File: src/board_pkg.sv
package board_pkg;

  ////////////////////
  // timing
  ////////////////////

  // soc_clk cycles per rtc level for a 1 MHz rtc
  localparam int unsigned RTC_HALF_PERIOD = 25;
  localparam int unsigned RTC_CNT_W       = $clog2(RTC_HALF_PERIOD);
  // soc reset hold after board reset release
  localparam int unsigned RST_HOLD_CYCLES = 8;
  localparam int unsigned RST_CNT_W       = $clog2(RST_HOLD_CYCLES);

  // fan pwm, one period is prescale times steps
  localparam int unsigned FAN_SETTING_W   = 4;
  localparam int unsigned FAN_PRESCALE    = 4;
  localparam int unsigned FAN_PRE_W       = $clog2(FAN_PRESCALE);
  localparam int unsigned FAN_STEPS       = 16;

  ////////////////////
  // pads
  ////////////////////

  localparam int unsigned SPI_CS_N        = 2;
  localparam int unsigned SPI_SD_N        = 4;
  // sd dat0 comes back on this lane
  localparam int unsigned MISO_LANE       = 1;

  // soc side of the spi master
  typedef struct packed {
    logic                sck;
    logic                sck_en;
    logic [SPI_CS_N-1:0] csb;
    logic [SPI_CS_N-1:0] csb_en;
    logic [SPI_SD_N-1:0] sd_out;
    logic [SPI_SD_N-1:0] sd_en;
  } spi_pads_t;

  // sd card output pins in spi mode
  typedef struct packed {
    logic       sclk;
    logic       cmd;
    logic       dat3;
    logic [1:0] dat21;
    logic       card_reset;
  } sd_pads_t;

endpackage

File: src/regbus_pkg.sv
package regbus_pkg;

  ////////////////////
  // register bus
  ////////////////////

  localparam int unsigned REG_ADDR_W = 48;
  localparam int unsigned REG_DATA_W = 32;
  // read value of every unused config port
  localparam logic [REG_DATA_W-1:0] REG_ERR_VAL = 32'hbadcab1e;
  // dram, fll and pad config ports
  localparam int unsigned REG_PORTS  = 3;

  typedef struct packed {
    logic [REG_ADDR_W-1:0]   addr;
    logic                    write;
    logic [REG_DATA_W-1:0]   wdata;
    logic [REG_DATA_W/8-1:0] wstrb;
    logic                    valid;
  } reg_req_t;

  // ready comes back in the request cycle
  typedef struct packed {
    logic [REG_DATA_W-1:0] rdata;
    logic                  error;
    logic                  ready;
  } reg_rsp_t;

endpackage

File: src/board_glue_top.sv
`timescale 1ns/1ps

module board_glue_top (
  input  logic                                             soc_clk,
  input  logic                                             rst_n,
  output logic                                             soc_rst_no,
  input  logic [board_pkg::FAN_SETTING_W-1:0]               fan_sw_i,
  output logic                                             fan_pwm_o,
  output logic                                             rtc_o,
  input  board_pkg::spi_pads_t                             spi_i,
  input  logic                                             sd_dat0_i,
  output board_pkg::sd_pads_t                              sd_o,
  output logic [board_pkg::SPI_SD_N-1:0]                    spi_sd_o,
  input  regbus_pkg::reg_req_t [regbus_pkg::REG_PORTS-1:0] conf_req_i,
  output regbus_pkg::reg_rsp_t [regbus_pkg::REG_PORTS-1:0] conf_rsp_o
);

  // held soc reset for everything below
  logic soc_rst_n;

  ////////////////////
  // reset
  ////////////////////

  rst_gen i_rst_gen (
    .soc_clk    ( soc_clk    ),
    .rst_n      ( rst_n      ),
    .soc_rst_no ( soc_rst_n  )
  );

  // same reset goes out to the soc
  assign soc_rst_no = soc_rst_n;

  ////////////////////
  // rtc
  ////////////////////

  rtc_divider i_rtc_divider (
    .soc_clk ( soc_clk   ),
    .rst_n   ( soc_rst_n ),
    .rtc_o   ( rtc_o     )
  );

  ////////////////////
  // fan control
  ////////////////////

  fan_pwm i_fan_pwm (
    .soc_clk   ( soc_clk   ),
    .rst_n     ( soc_rst_n ),
    .setting_i ( fan_sw_i  ),
    .fan_pwm_o ( fan_pwm_o )
  );

  ////////////////////
  // sd card over spi
  ////////////////////

  sd_spi_pads i_sd_spi_pads (
    .soc_clk   ( soc_clk   ),
    .rst_n     ( soc_rst_n ),
    .spi_i     ( spi_i     ),
    .sd_dat0_i ( sd_dat0_i ),
    .sd_o      ( sd_o      ),
    .spi_sd_o  ( spi_sd_o  )
  );

  ////////////////////
  // config ports
  ////////////////////

  // dram, fll and pad config all answer with an error
  reg_err_resp i_reg_err_resp (
    .req_i ( conf_req_i ),
    .rsp_o ( conf_rsp_o )
  );

endmodule

File: src/fan_pwm.sv
`timescale 1ns/1ps

module fan_pwm (
  input  logic                               soc_clk,
  input  logic                               rst_n,
  input  logic [board_pkg::FAN_SETTING_W-1:0] setting_i,
  output logic                               fan_pwm_o
);
  import board_pkg::*;

  // prescaler and step position inside one period
  logic [FAN_PRE_W-1:0]     pre_q;
  logic [FAN_SETTING_W-1:0] step_q;
  // setting used for the running period
  logic [FAN_SETTING_W-1:0] setting_q;

  logic pre_wrap;
  logic step_wrap;

  assign pre_wrap  = (pre_q == FAN_PRE_W'(FAN_PRESCALE - 1));
  assign step_wrap = pre_wrap && (step_q == FAN_SETTING_W'(FAN_STEPS - 1));

  ////////////////////
  // counters
  ////////////////////

  always_ff @(posedge soc_clk or negedge rst_n) begin
    if (!rst_n) begin
      pre_q  <= '0;
      step_q <= '0;
    end else begin
      pre_q <= pre_wrap ? '0 : pre_q + 1'b1;
      // one step per prescaler wrap
      if (pre_wrap) begin
        step_q <= step_wrap ? '0 : step_q + 1'b1;
      end
    end
  end

  // new setting only at the period boundary
  // so a period never gets cut short
  always_ff @(posedge soc_clk or negedge rst_n) begin
    if (!rst_n) begin
      setting_q <= '0;
    end else if (step_wrap) begin
      setting_q <= setting_i;
    end
  end

  ////////////////////
  // output
  ////////////////////

  // high cycles sit at the start of the period
  assign fan_pwm_o = (step_q < setting_q);

endmodule

File: src/reg_err_resp.sv
`timescale 1ns/1ps

module reg_err_resp (
  input  regbus_pkg::reg_req_t [regbus_pkg::REG_PORTS-1:0] req_i,
  output regbus_pkg::reg_rsp_t [regbus_pkg::REG_PORTS-1:0] rsp_o
);
  import regbus_pkg::*;

  ////////////////////
  // error answer
  ////////////////////

  // every port answers the same way
  // no state and no back-pressure
  always_comb begin
    for (int unsigned i = 0; i < REG_PORTS; i++) begin
      // idle port returns all zero
      rsp_o[i] = '0;
      if (req_i[i].valid) begin
        // accept at once and flag the error
        rsp_o[i].ready = 1'b1;
        rsp_o[i].error = 1'b1;
        // fixed read value for reads and writes alike
        rsp_o[i].rdata = REG_ERR_VAL;
      end
    end
  end

endmodule

File: src/rst_gen.sv
`timescale 1ns/1ps

module rst_gen (
  input  logic soc_clk,
  input  logic rst_n,
  output logic soc_rst_no
);
  import board_pkg::*;

  // release path of the board reset
  logic [1:0]           sync_q;
  // hold counter, runs once sync_q[1] is set
  logic [RST_CNT_W-1:0] cnt_q;
  logic                 rst_q;

  ////////////////////
  // synchronizer
  ////////////////////

  // assert is async, release walks through two flops
  always_ff @(posedge soc_clk or negedge rst_n) begin
    if (!rst_n) begin
      sync_q <= '0;
    end else begin
      sync_q <= {sync_q[0], 1'b1};
    end
  end

  ////////////////////
  // hold counter
  ////////////////////

  // two sync cycles are part of the hold time
  always_ff @(posedge soc_clk or negedge rst_n) begin
    if (!rst_n) begin
      cnt_q <= '0;
      rst_q <= 1'b0;
    end else if (sync_q[1] && !rst_q) begin
      cnt_q <= cnt_q + 1'b1;
      if (cnt_q == RST_CNT_W'(RST_HOLD_CYCLES - 2)) begin
        rst_q <= 1'b1;
      end
    end
  end

  assign soc_rst_no = rst_q;

endmodule

File: src/rtc_divider.sv
`timescale 1ns/1ps

module rtc_divider (
  input  logic soc_clk,
  input  logic rst_n,
  output logic rtc_o
);
  import board_pkg::*;

  logic [RTC_CNT_W-1:0] cnt_d, cnt_q;
  logic                 rtc_d, rtc_q;

  // count up to half period minus one
  // then wrap and flip the level
  always_comb begin
    cnt_d = cnt_q + 1'b1;
    rtc_d = rtc_q;
    if (cnt_q == RTC_CNT_W'(RTC_HALF_PERIOD - 1)) begin
      cnt_d = '0;
      rtc_d = ~rtc_q;
    end
  end

  // rtc starts low out of soc reset
  always_ff @(posedge soc_clk or negedge rst_n) begin
    if (!rst_n) begin
      cnt_q <= '0;
      rtc_q <= 1'b0;
    end else begin
      cnt_q <= cnt_d;
      rtc_q <= rtc_d;
    end
  end

  // level goes straight to the pin
  assign rtc_o = rtc_q;

endmodule

File: src/sd_spi_pads.sv
`timescale 1ns/1ps

module sd_spi_pads (
  input  logic                          soc_clk,
  input  logic                          rst_n,
  input  board_pkg::spi_pads_t          spi_i,
  input  logic                          sd_dat0_i,
  output board_pkg::sd_pads_t           sd_o,
  output logic [board_pkg::SPI_SD_N-1:0] spi_sd_o
);
  import board_pkg::*;

  // dat0 comes from the card clock domain
  logic [1:0] miso_q;

  ////////////////////
  // pad mapping
  ////////////////////

  always_comb begin
    // sck onto sd clk, idle high
    sd_o.sclk       = spi_i.sck_en ? spi_i.sck : 1'b1;
    // chip select 0 drives dat3
    sd_o.dat3       = spi_i.csb_en[0] ? spi_i.csb[0] : 1'b1;
    // mosi on lane 0 drives cmd
    sd_o.cmd        = spi_i.sd_en[0] ? spi_i.sd_out[0] : 1'b1;
    // dat1 and dat2 unused in spi mode
    sd_o.dat21      = 2'b11;
    // held low to keep the card powered
    sd_o.card_reset = 1'b0;
  end

  ////////////////////
  // miso return
  ////////////////////

  always_ff @(posedge soc_clk or negedge rst_n) begin
    if (!rst_n) begin
      miso_q <= '0;
    end else begin
      miso_q <= {miso_q[0], sd_dat0_i};
    end
  end

  // only the miso lane carries data back
  always_comb begin
    spi_sd_o            = '0;
    spi_sd_o[MISO_LANE] = miso_q[1];
  end

endmodule

File: config.mk
export PLATFORM = sky130hd
export DESIGN_NAME = board_glue_top
export DESIGN_NICKNAME = d
export VERILOG_FILES = /design/src/board_pkg.sv /design/src/regbus_pkg.sv /design/src/board_glue_top.sv /design/src/fan_pwm.sv /design/src/reg_err_resp.sv /design/src/rst_gen.sv /design/src/rtc_divider.sv /design/src/sd_spi_pads.sv
export SDC_FILE = /design/constraint.sdc
export NUM_CORES = 1
export LEC_CHECK = 0
export ABC_AREA = 0
export ABC_CLOCK_PERIOD_IN_PS = 1600
export BUFFER_PORTS_ARGS = -buffer_cell sky130_fd_sc_hd__buf_2
export CAP_MARGIN = 30
export CORE_AREA = 5 5 151 153
export DETAILED_ROUTE_END_ITERATION = 6
export DIE_AREA = 0 0 156 158
export GPL_TIMING_DRIVEN = 0
export SYNTH_ARGS = -nofsm -noshare
export SYNTH_HDL_FRONTEND = slang
export SYNTH_SLANG_ARGS = --single-unit
export TNS_END_PERCENT = 50
File: constraint.sdc
create_clock -name soc_clk -period 1.6 [get_ports soc_clk]
set_clock_uncertainty 0.05 [all_clocks]
set_input_delay 0.16 -clock soc_clk [delete_from_list [all_inputs] [get_ports soc_clk]]
set_output_delay 0.16 -clock soc_clk [all_outputs]
set_load 0.02 [all_outputs]
# [After elaboration in Yosys (flattened, before gate mapping)]
# Index checks and enable logic that the tools add are counted.
[word_totals] reg_bits=24 in_bits=279 out_inout_bits=115 wordCells=32
[op_classes] add_sub_neg=4 order_cmp=1 n_eq_ne=4 n_mux=9 bitwise=1 reduce_logical=4
[op_table] operator="34-bit two-way mux" count=3
[op_table] operator="5-bit by 1-bit adder with 5-bit output (second input constant)" count=1
[op_table] operator="5-bit == test (second input constant)" count=1
[op_table] operator="5-bit two-way mux" count=1
[op_table] operator="4-bit by 1-bit adder with 4-bit output (second input constant)" count=1
[op_table] operator="4-bit == test (second input constant)" count=1
[op_table] operator="4-bit less-than comparator" count=1
[op_table] operator="4-bit two-way mux" count=1
[op_table] operator="3-bit by 1-bit adder with 3-bit output (second input constant)" count=1
[op_table] operator="3-bit == test (second input constant)" count=1
[op_table] operator="1-bit two-way mux" count=3
[op_table] operator="2-bit by 1-bit adder with 2-bit output (second input constant)" count=1
[op_table] operator="2-bit == test (second input constant)" count=1
[op_table] operator="1-bit logical AND" count=2
[op_table] operator="2-bit two-way mux" count=1
[op_table] operator="2-bit AND reduction" count=1
[op_table] operator="1-bit zero test" count=1
[op_table] operator="1-bit inverter" count=1

# [Longest topological paths before layout]
# Gate-level depths: netlist of the first run.
[depth] ltp_word=3 depth_mapped=5 mapped_depth_nobuf=5

# [Modules after synthesis]
# Synthesis of the first run repeated with hierarchy kept, for this count alone.
[hier_totals] hier_cells=202 hier_area_um2=1918.1
[by_module_without_submodules] module="reg_err_resp" n_inst=1 cells_per_inst=103 area_each_um2=769.5 seq_area_each_um2=0.0
[by_module_without_submodules] module="fan_pwm" n_inst=1 cells_per_inst=41 area_each_um2=493.0 seq_area_each_um2=250.2
[by_module_without_submodules] module="rtc_divider" n_inst=1 cells_per_inst=27 area_each_um2=282.8 seq_area_each_um2=150.1
[by_module_without_submodules] module="rst_gen" n_inst=1 cells_per_inst=17 area_each_um2=244.0 seq_area_each_um2=150.1
[by_module_without_submodules] module="sd_spi_pads" n_inst=1 cells_per_inst=14 area_each_um2=128.9 seq_area_each_um2=50.0

# [Worst setup path before layout of the first run]
# Ideal clock, no wire load.
[synth_timing] path_kind="register to output" from="register i_fan_pwm.step_q[1]" to="output port fan_pwm_o" t_arrival_ns=1.203 required_time_ns=1.390 setup_slack_ns=0.187 stages_incl_launch_ff=4 path_buffers=0 cell_sequence="dfrtp_1 > ha_1 > a2111oi_2 > or3_1"
[synth_between] elab_chain_cells=1
[synth_lines] item="start: declaration" line="fan_pwm.sv:13" source="logic [FAN_SETTING_W-1:0] step_q;"
[synth_lines] item="start signal: assignment" line="fan_pwm.sv:35" source="step_q <= step_wrap ? '0 : step_q + 1'b1;"
[synth_lines] item="4-bit less-than comparator" line="fan_pwm.sv:55" source="assign fan_pwm_o = (step_q < setting_q);"
[synth_lines] item="end: declaration" line="board_glue_top.sv:8" source="output logic fan_pwm_o,"
# Every way passes these cells.

# [Worst setup path after layout of the first run]
# Ends and elaborated chain as after synthesis.

==> results.md, run 1 <==
* Synth top area cells: buf_4 43%, dfrtp_1 31%, ha_1 5.9%
* Failing checks: negative setup slack
* LEAKAGE at 1.59 nW
* First-pass GRT wire length at 5540 µm
* All-layer global routing usage at 2.62%
* GRT Residual Overflow at 0
* Leading area contributor after synthesis: buf_4
* Worst r2r path cells at 4
* Syn_area_per_cell at 9.60 µm²
* Max stage delay on crit path at 400 ps
* Min Tclk post-route at 1730 ps
* Top-area cell type share of the netlist area at 43.2%
* Placer congestion estimate at 0.656
* RSZ-0062 raised after global routing: true
* Sink Count at 24
* ANT cells at 0
* CTS tree: done
* Die width at 156 µm
* Fin crit share at 108%
* Mapped Cells at 199
* Cells along the critical path: ha_1 -> a2111oi_2 -> or3_4 -> buf_6
* Final Max Slew Viols at 0
* DP Wirelength at 3250 µm
* Site Rows at 54
* Worst-path maximum fanout at 2
* Max-Cap Viols at 0
* H-tree depth at 1
* Final setup fails at 1
* Worst slack at placement at 29.3 ps
* Via Count at 1,407
* Antenna violations before repair at 1
* WP data arrival at 1520 ps
* Cell Pwr Density at 716 nW/µm²
* Register area share after synthesis at 31.4%
* Num CTS Buffers at 3
* Worst-path clk slew at 60 ps
* Root Driver: clkbuf_16
* Final core occ at 14.0%
* CP startpoint kind: flop
* DRT Pass-1 Iters at 2
* Outcome: complete, but fails checks
* Levels on crit path at 4
* Clock buffer depth at 2
* Core box area at 21,400 µm²
* Crit-path slowest cell: dfrtp_1
* DRT iter0 DRCs at 15
* Critical path required time at 1390 ps
* Share of cells above drive strength 1 at 63.2%
* Hold Path Class: in -> reg
* Routed WL per cell at 6.32 µm
* Endpoints failing hold at 0
* Residual DRC count at 0
* Vias per cell at 2.29
* Setup CP Type: reg -> out
* WL final at 3880 µm
* Post-layout net count at 623
* Syn-to-layout area delta at 56.9%
* Number of global-route vias before repair at 1,228
* Seq cells post-synth at 24
* Highest Clock Rate at 578 MHz
* Die area at 24,600 µm²
* Final worst slack at -131 ps
* Clock Latency Late Sink at 250 ps
* Post-synthesis cell type count at 26
* Family with the most delay on the worst path: flip-flops
* Setup crit end kind: output port
* Port-buffer cells at 82
* ANT nets after route at 0
* Yosys warns at 0
* Synth Cell Area at 1910 µm²
* Die height at 158 µm
* CP bufs+invs at 1
* Largest net degree at the start of global routing at 23
* Peak supply drop at 0.000446 V
* Hold depth at 2
* Boundary Pins at 394
* Starting Density at 8.92%
per-stage QoR:
| step | power [W] | hold WS [ps] | TNS (ps) | cell area (µm²) | cells |
|---|---|---|---|---|---|
| final | 0.00215 | 86.1 | -131 | 3000 | 614 |
| after global routing | 0.00226 | 90.6 | -225 | 3000 | 614 |
| after floorplan | 0.00129 | -186 | 0 | 2080 | 243 |
| after CTS | 0.00218 | 83.0 | -149 | 3000 | 614 |
| after global placement | 0.00144 | -59.9 | 0 | 2840 | 605 |
| after detailed placement | 0.00145 | -57.3 | 0 | 2840 | 605 |
worst register-to-register path: stages, from the launching register on:
cell and delay (ps):
dfrtp_1 400, buf_4 150, ha_1 230, nand4_4 120
mux2_2 350
sequential cells by signal, indices dropped and copies added (netlist names):
register              flops
i_fan_pwm.step_q          4
i_fan_pwm.setting_q       4
i_rtc_divider.cnt_q       5
i_rst_gen.cnt_q           3
i_rtc_divider.rtc_o       1
i_fan_pwm.pre_q           2
i_sd_spi_pads.miso_q      2
i_rst_gen.sync_q          2
i_rst_gen.soc_rst_no      1
layout make-up:
| class | instances | area (µm²) |
|---|---|---|
| multi-input combinational | 102 | 628 |
| clock inverter | 1 | 30.0 |
| fill | 2449 | 18400 |
| clock buffer | 3 | 75.1 |
| sequential | 24 | 603 |
| timing repair buffer | 87 | 459 |
| inverter | 7 | 26.3 |
| tap | 280 | 350 |
| buffer | 110 | 826 |
cells in the mapped netlist:
| cell | number |
|---|---|
| nor3_1 | 1 |
| a21oi_1 | 1 |
| o21ai_0 | 6 |
| or3_1 | 1 |
| nor2_1 | 2 |
| mux2_2 | 5 |
| ha_1 | 9 |
| xor2_1 | 1 |
| nor2b_1 | 1 |
| nand3b_1 | 1 |
| nand2b_1 | 4 |
| a2111oi_2 | 1 |
| nand4_4 | 1 |
| dfrtp_1 | 24 |
| conb_1 | 2 |
| nand4_1 | 1 |
| nand2b_4 | 1 |
| a22o_1 | 1 |
| buf_4 | 110 |
| mux2i_1 | 2 |
| nand2_1 | 8 |
| nand3_1 | 3 |
| a31oi_1 | 1 |
| inv_1 | 7 |
| a31o_2 | 1 |
| xnor2_1 | 4 |
logic make-up after synthesis:
group	synth area share [%]
buffers and inverters	44.6
DFF	31.4
and+or+nand+nor	7.53
AOI/OAI and AO/OA	3.86
adders and majority gates	5.89
muxes	3.99
xor gates and xnor gates	2.29
other	0.393
cell usage in the layout, fill, tap and decap left out, types with 2 or more instances in the layout:
| master | Yosys | layout |
|---|---|---|
| nand2b_1 | 4 | 4 |
| buf_2 | 0 | 81 |
| dfrtp_1 | 24 | 22 |
| mux2_2 | 5 | 5 |
| nor2_1 | 2 | 2 |
| clkbuf_16 | 0 | 3 |
| nand3_1 | 3 | 3 |
| xnor2_1 | 4 | 4 |
| mux2i_1 | 2 | 2 |
| buf_4 | 110 | 113 |
| conb_1 | 2 | 46 |
| ha_1 | 9 | 9 |
| dfrtp_2 | 0 | 2 |
| nand2_1 | 8 | 8 |
| inv_1 | 7 | 7 |
| o21ai_0 | 6 | 6 |
| dlygate4sd3_1 | 0 | 2 |
what timing repair did:
item | in CTS | in global routing
hold buffers | 2 | 0
endpoints found under the hold margin | 7 | 0
resized for setup | 5 | 0
pin swaps | 1 | 0
buffers inserted | 3 | 0
setup endpoints to repair | 2 | 1
power breakdown:
group | switching (W) | total (W) | internal (W)
registers | 0.000116 | 0.000779 | 0.000663
logic | 0.000343 | 0.000664 | 0.000321
clock network | 0.000207 | 0.000704 | 0.000497
layer usage:
| metal | share of wire (%) | vias to the layer above | GRT usage [%] |
|---|---|---|---|
| met1 | 39 | 578 | 3.14 |
| met2 | 49 | 76 | 4.50 |
| met5 | 0.18 | - | 0 |
| met4 | 0.10 | 2 | 0.250 |
| met3 | 12 | 2 | 1.18 |
| li1 | - | 749 | - |
path summary, 6_finish.rpt:
path / from / endpoint / slack [ps]
worst max-delay path: i_fan_pwm.step_q[1] / fan_pwm_o / -130
worst min-delay path: fan_sw_i[3] / i_fan_pwm.setting_q[3] / 90
worst max register to register: i_fan_pwm.step_q[1] / i_fan_pwm.setting_q[0] / 190
worst min register to register: i_rst_gen.soc_rst_no / i_rtc_divider.cnt_q[2] / 180
max in group asynchronous: i_rst_gen.soc_rst_no / i_fan_pwm.step_q[2] / 970
min in group asynchronous: i_rst_gen.soc_rst_no / i_rtc_divider.cnt_q[2] / 180
No activity file was read; power rests on OpenSTA's default activity.
==> run 2: changes to the inputs <==
- MAX_ROUTING_LAYER: default -> met4
==> results.md, run 2 (same netlist as run 1, synthesis figures left out) <==
* Hold wc startpoint: fan_sw_i[3]
* Family with the most delay on the worst path: flip-flops
* Site Rows at 54
* WL final at 3880 µm
* Boundary Pins at 394
* Num CTS Buffers at 3
* Die height at 158 µm
* CP bufs+invs at 1
* Routed WL per cell at 6.31 µm
* CP startpoint kind: flop
* Levels on crit path at 4
* Die width at 156 µm
* Commonest non-fill, non-tap cells in the layout: 113 x buf_4, 81 x buf_2, 46 x conb_1, 22 x dfrtp_1, 9 x ha_1
* Hold WS at 86.4 ps
* Number of global-route vias before repair at 1,233
* Reg-to-reg endpoint: i_fan_pwm.setting_q[0]
* Antenna violations before repair at 1
* Largest register FFs at 5
* DRT iter0 DRCs at 13
* Starting Density at 8.92%
* Share of cells above drive strength 1 at 63.2%
* Max stage delay on crit path at 400 ps
* Hold depth at 2
* Max-Cap Viols at 0
* DP Wirelength at 3250 µm
* Power Total at 0.00215 W
* Most flops, register: i_rtc_divider.cnt_q
* Die area at 24,600 µm²
* CTS tree: done
* Largest net degree at the start of global routing at 23
* Worst-path maximum fanout at 2
* Setup crit end kind: output port
* Final core occ at 14.0%
* First-pass GRT wire length at 5530 µm
* Residual DRC count at 0
* P_int at 0.00148 W
* Port-buffer cells at 82
* Worst r2r src: i_fan_pwm.step_q[1]
* Seq pwr share at 36.3%
* Worst-path clk slew at 60 ps
* Clock buffer depth at 2
* Worst r2r path cells at 4
* Critical path required time at 1390 ps
* RSZ-0062 raised after global routing: true
* Vias per cell at 2.28
* Via Count at 1,404
* DRT Pass-1 Iters at 2
* Placer congestion estimate at 0.661
* All-layer global routing usage at 2.69%
* Sink Count at 24
* Cells along the critical path: ha_1 -> a2111oi_2 -> or3_4 -> buf_6
* Failing checks: negative setup slack
* Fin crit share at 108%
* Clk pwr share at 32.8%
* WP data arrival at 1520 ps
* Psw at 0.000667 W
* Setup CP Type: reg -> out
* LEAKAGE at 1.59 nW
* Hold endpoint: i_fan_pwm.setting_q[3]
* Min Tclk post-route at 1730 ps
* Clock Latency Late Sink at 250 ps
* Largest regs: i_rtc_divider.cnt_q (5), i_fan_pwm.setting_q (4), i_fan_pwm.step_q (4)
* Syn-to-layout area delta at 57.0%
* Outcome: complete, but fails checks
* Final Max Slew Viols at 0
* ANT nets after route at 0
* Cell Pwr Density at 716 nW/µm²
* Endpoints failing hold at 0
* Final setup fails at 1
* Root Driver: clkbuf_16
* Peak supply drop at 0.000446 V
* H-tree depth at 1
* GRT Residual Overflow at 0
* Crit-path slowest cell: dfrtp_1
* Post-layout net count at 623
* Highest Clock Rate at 578 MHz
* Final worst slack at -131 ps
* R2R Setup Slk at 190 ps
* Core box area at 21,400 µm²
* Switching share of power at 31.0%
* Combinational share of power at 31.0%
* Most common cell after layout, fill and taps aside: buf_4
* Hold Path Class: in -> reg
## run 2: area by class of cell
class                   count  area, µm²
multi-input cells         102        628
well taps                 280        350
clock buffers               3       75.1
inverters                   7       26.3
plain buffers             110        826
repair buffers             87        459
diodes                      1       2.50
flip-flops and latches     24        603
fillers                  2450      18400
clock inverters             1       30.0
## run 2: through the flow
step	setup TNS (ps)	std cells	setup slack [ps]	cell area [µm²]
6_report	-131	615	-131	3000
2_1_floorplan	0	243	187	2080
3_3_place_gp	0	605	23.6	2840
4_1_cts	-149	614	-149	3000
5_1_grt	-225	615	-225	3000
3_5_place_dp	0	605	29.3	2840
## run 2: metal layers
metal | share of wire (%) | global-route usage, % | wire (µm) | vias up
met5 | 0 | - | 0 | -
met4 | 0.21 | 0.250 | 8 | 0
met3 | 11 | 0.984 | 432 | 2
met2 | 49 | 4.50 | 1880 | 74
met1 | 40 | 3.24 | 1550 | 577
li1 | - | - | - | 751
## run 2: power groups by stage
stage	Sequential, W	Clock, W	Combinational [W]
final	0.000779	0.000704	0.000665
after global routing	0.000803	0.000737	0.000724
after CTS	0.000787	0.000726	0.000667
after detailed placement	0.000795	0	0.000657
after global placement	0.000790	0	0.000650
after floorplan	0.000771	0	0.000514
## run 2: how the worst max path moves through the flow
stage / endpoint / from / slack (ps)
after floorplan: fan_pwm_o / i_fan_pwm.step_q[1] / 190
after global placement: fan_pwm_o / i_fan_pwm.step_q[1] / 20
after detailed placement: fan_pwm_o / i_fan_pwm.step_q[1] / 30
after CTS: fan_pwm_o / i_fan_pwm.setting_q[1] / -150
after global routing: fan_pwm_o / i_fan_pwm.setting_q[1] / -220
final: fan_pwm_o / i_fan_pwm.step_q[1] / -130
## run 2: timing repair
item                                    CTS  global route
endpoints found under the setup margin    2             1
hold endpoints to repair                  7             0
gates resized for setup                   5             0
buffers inserted                          3             0
hold buffers                              2             0
pin swaps                                 1             0
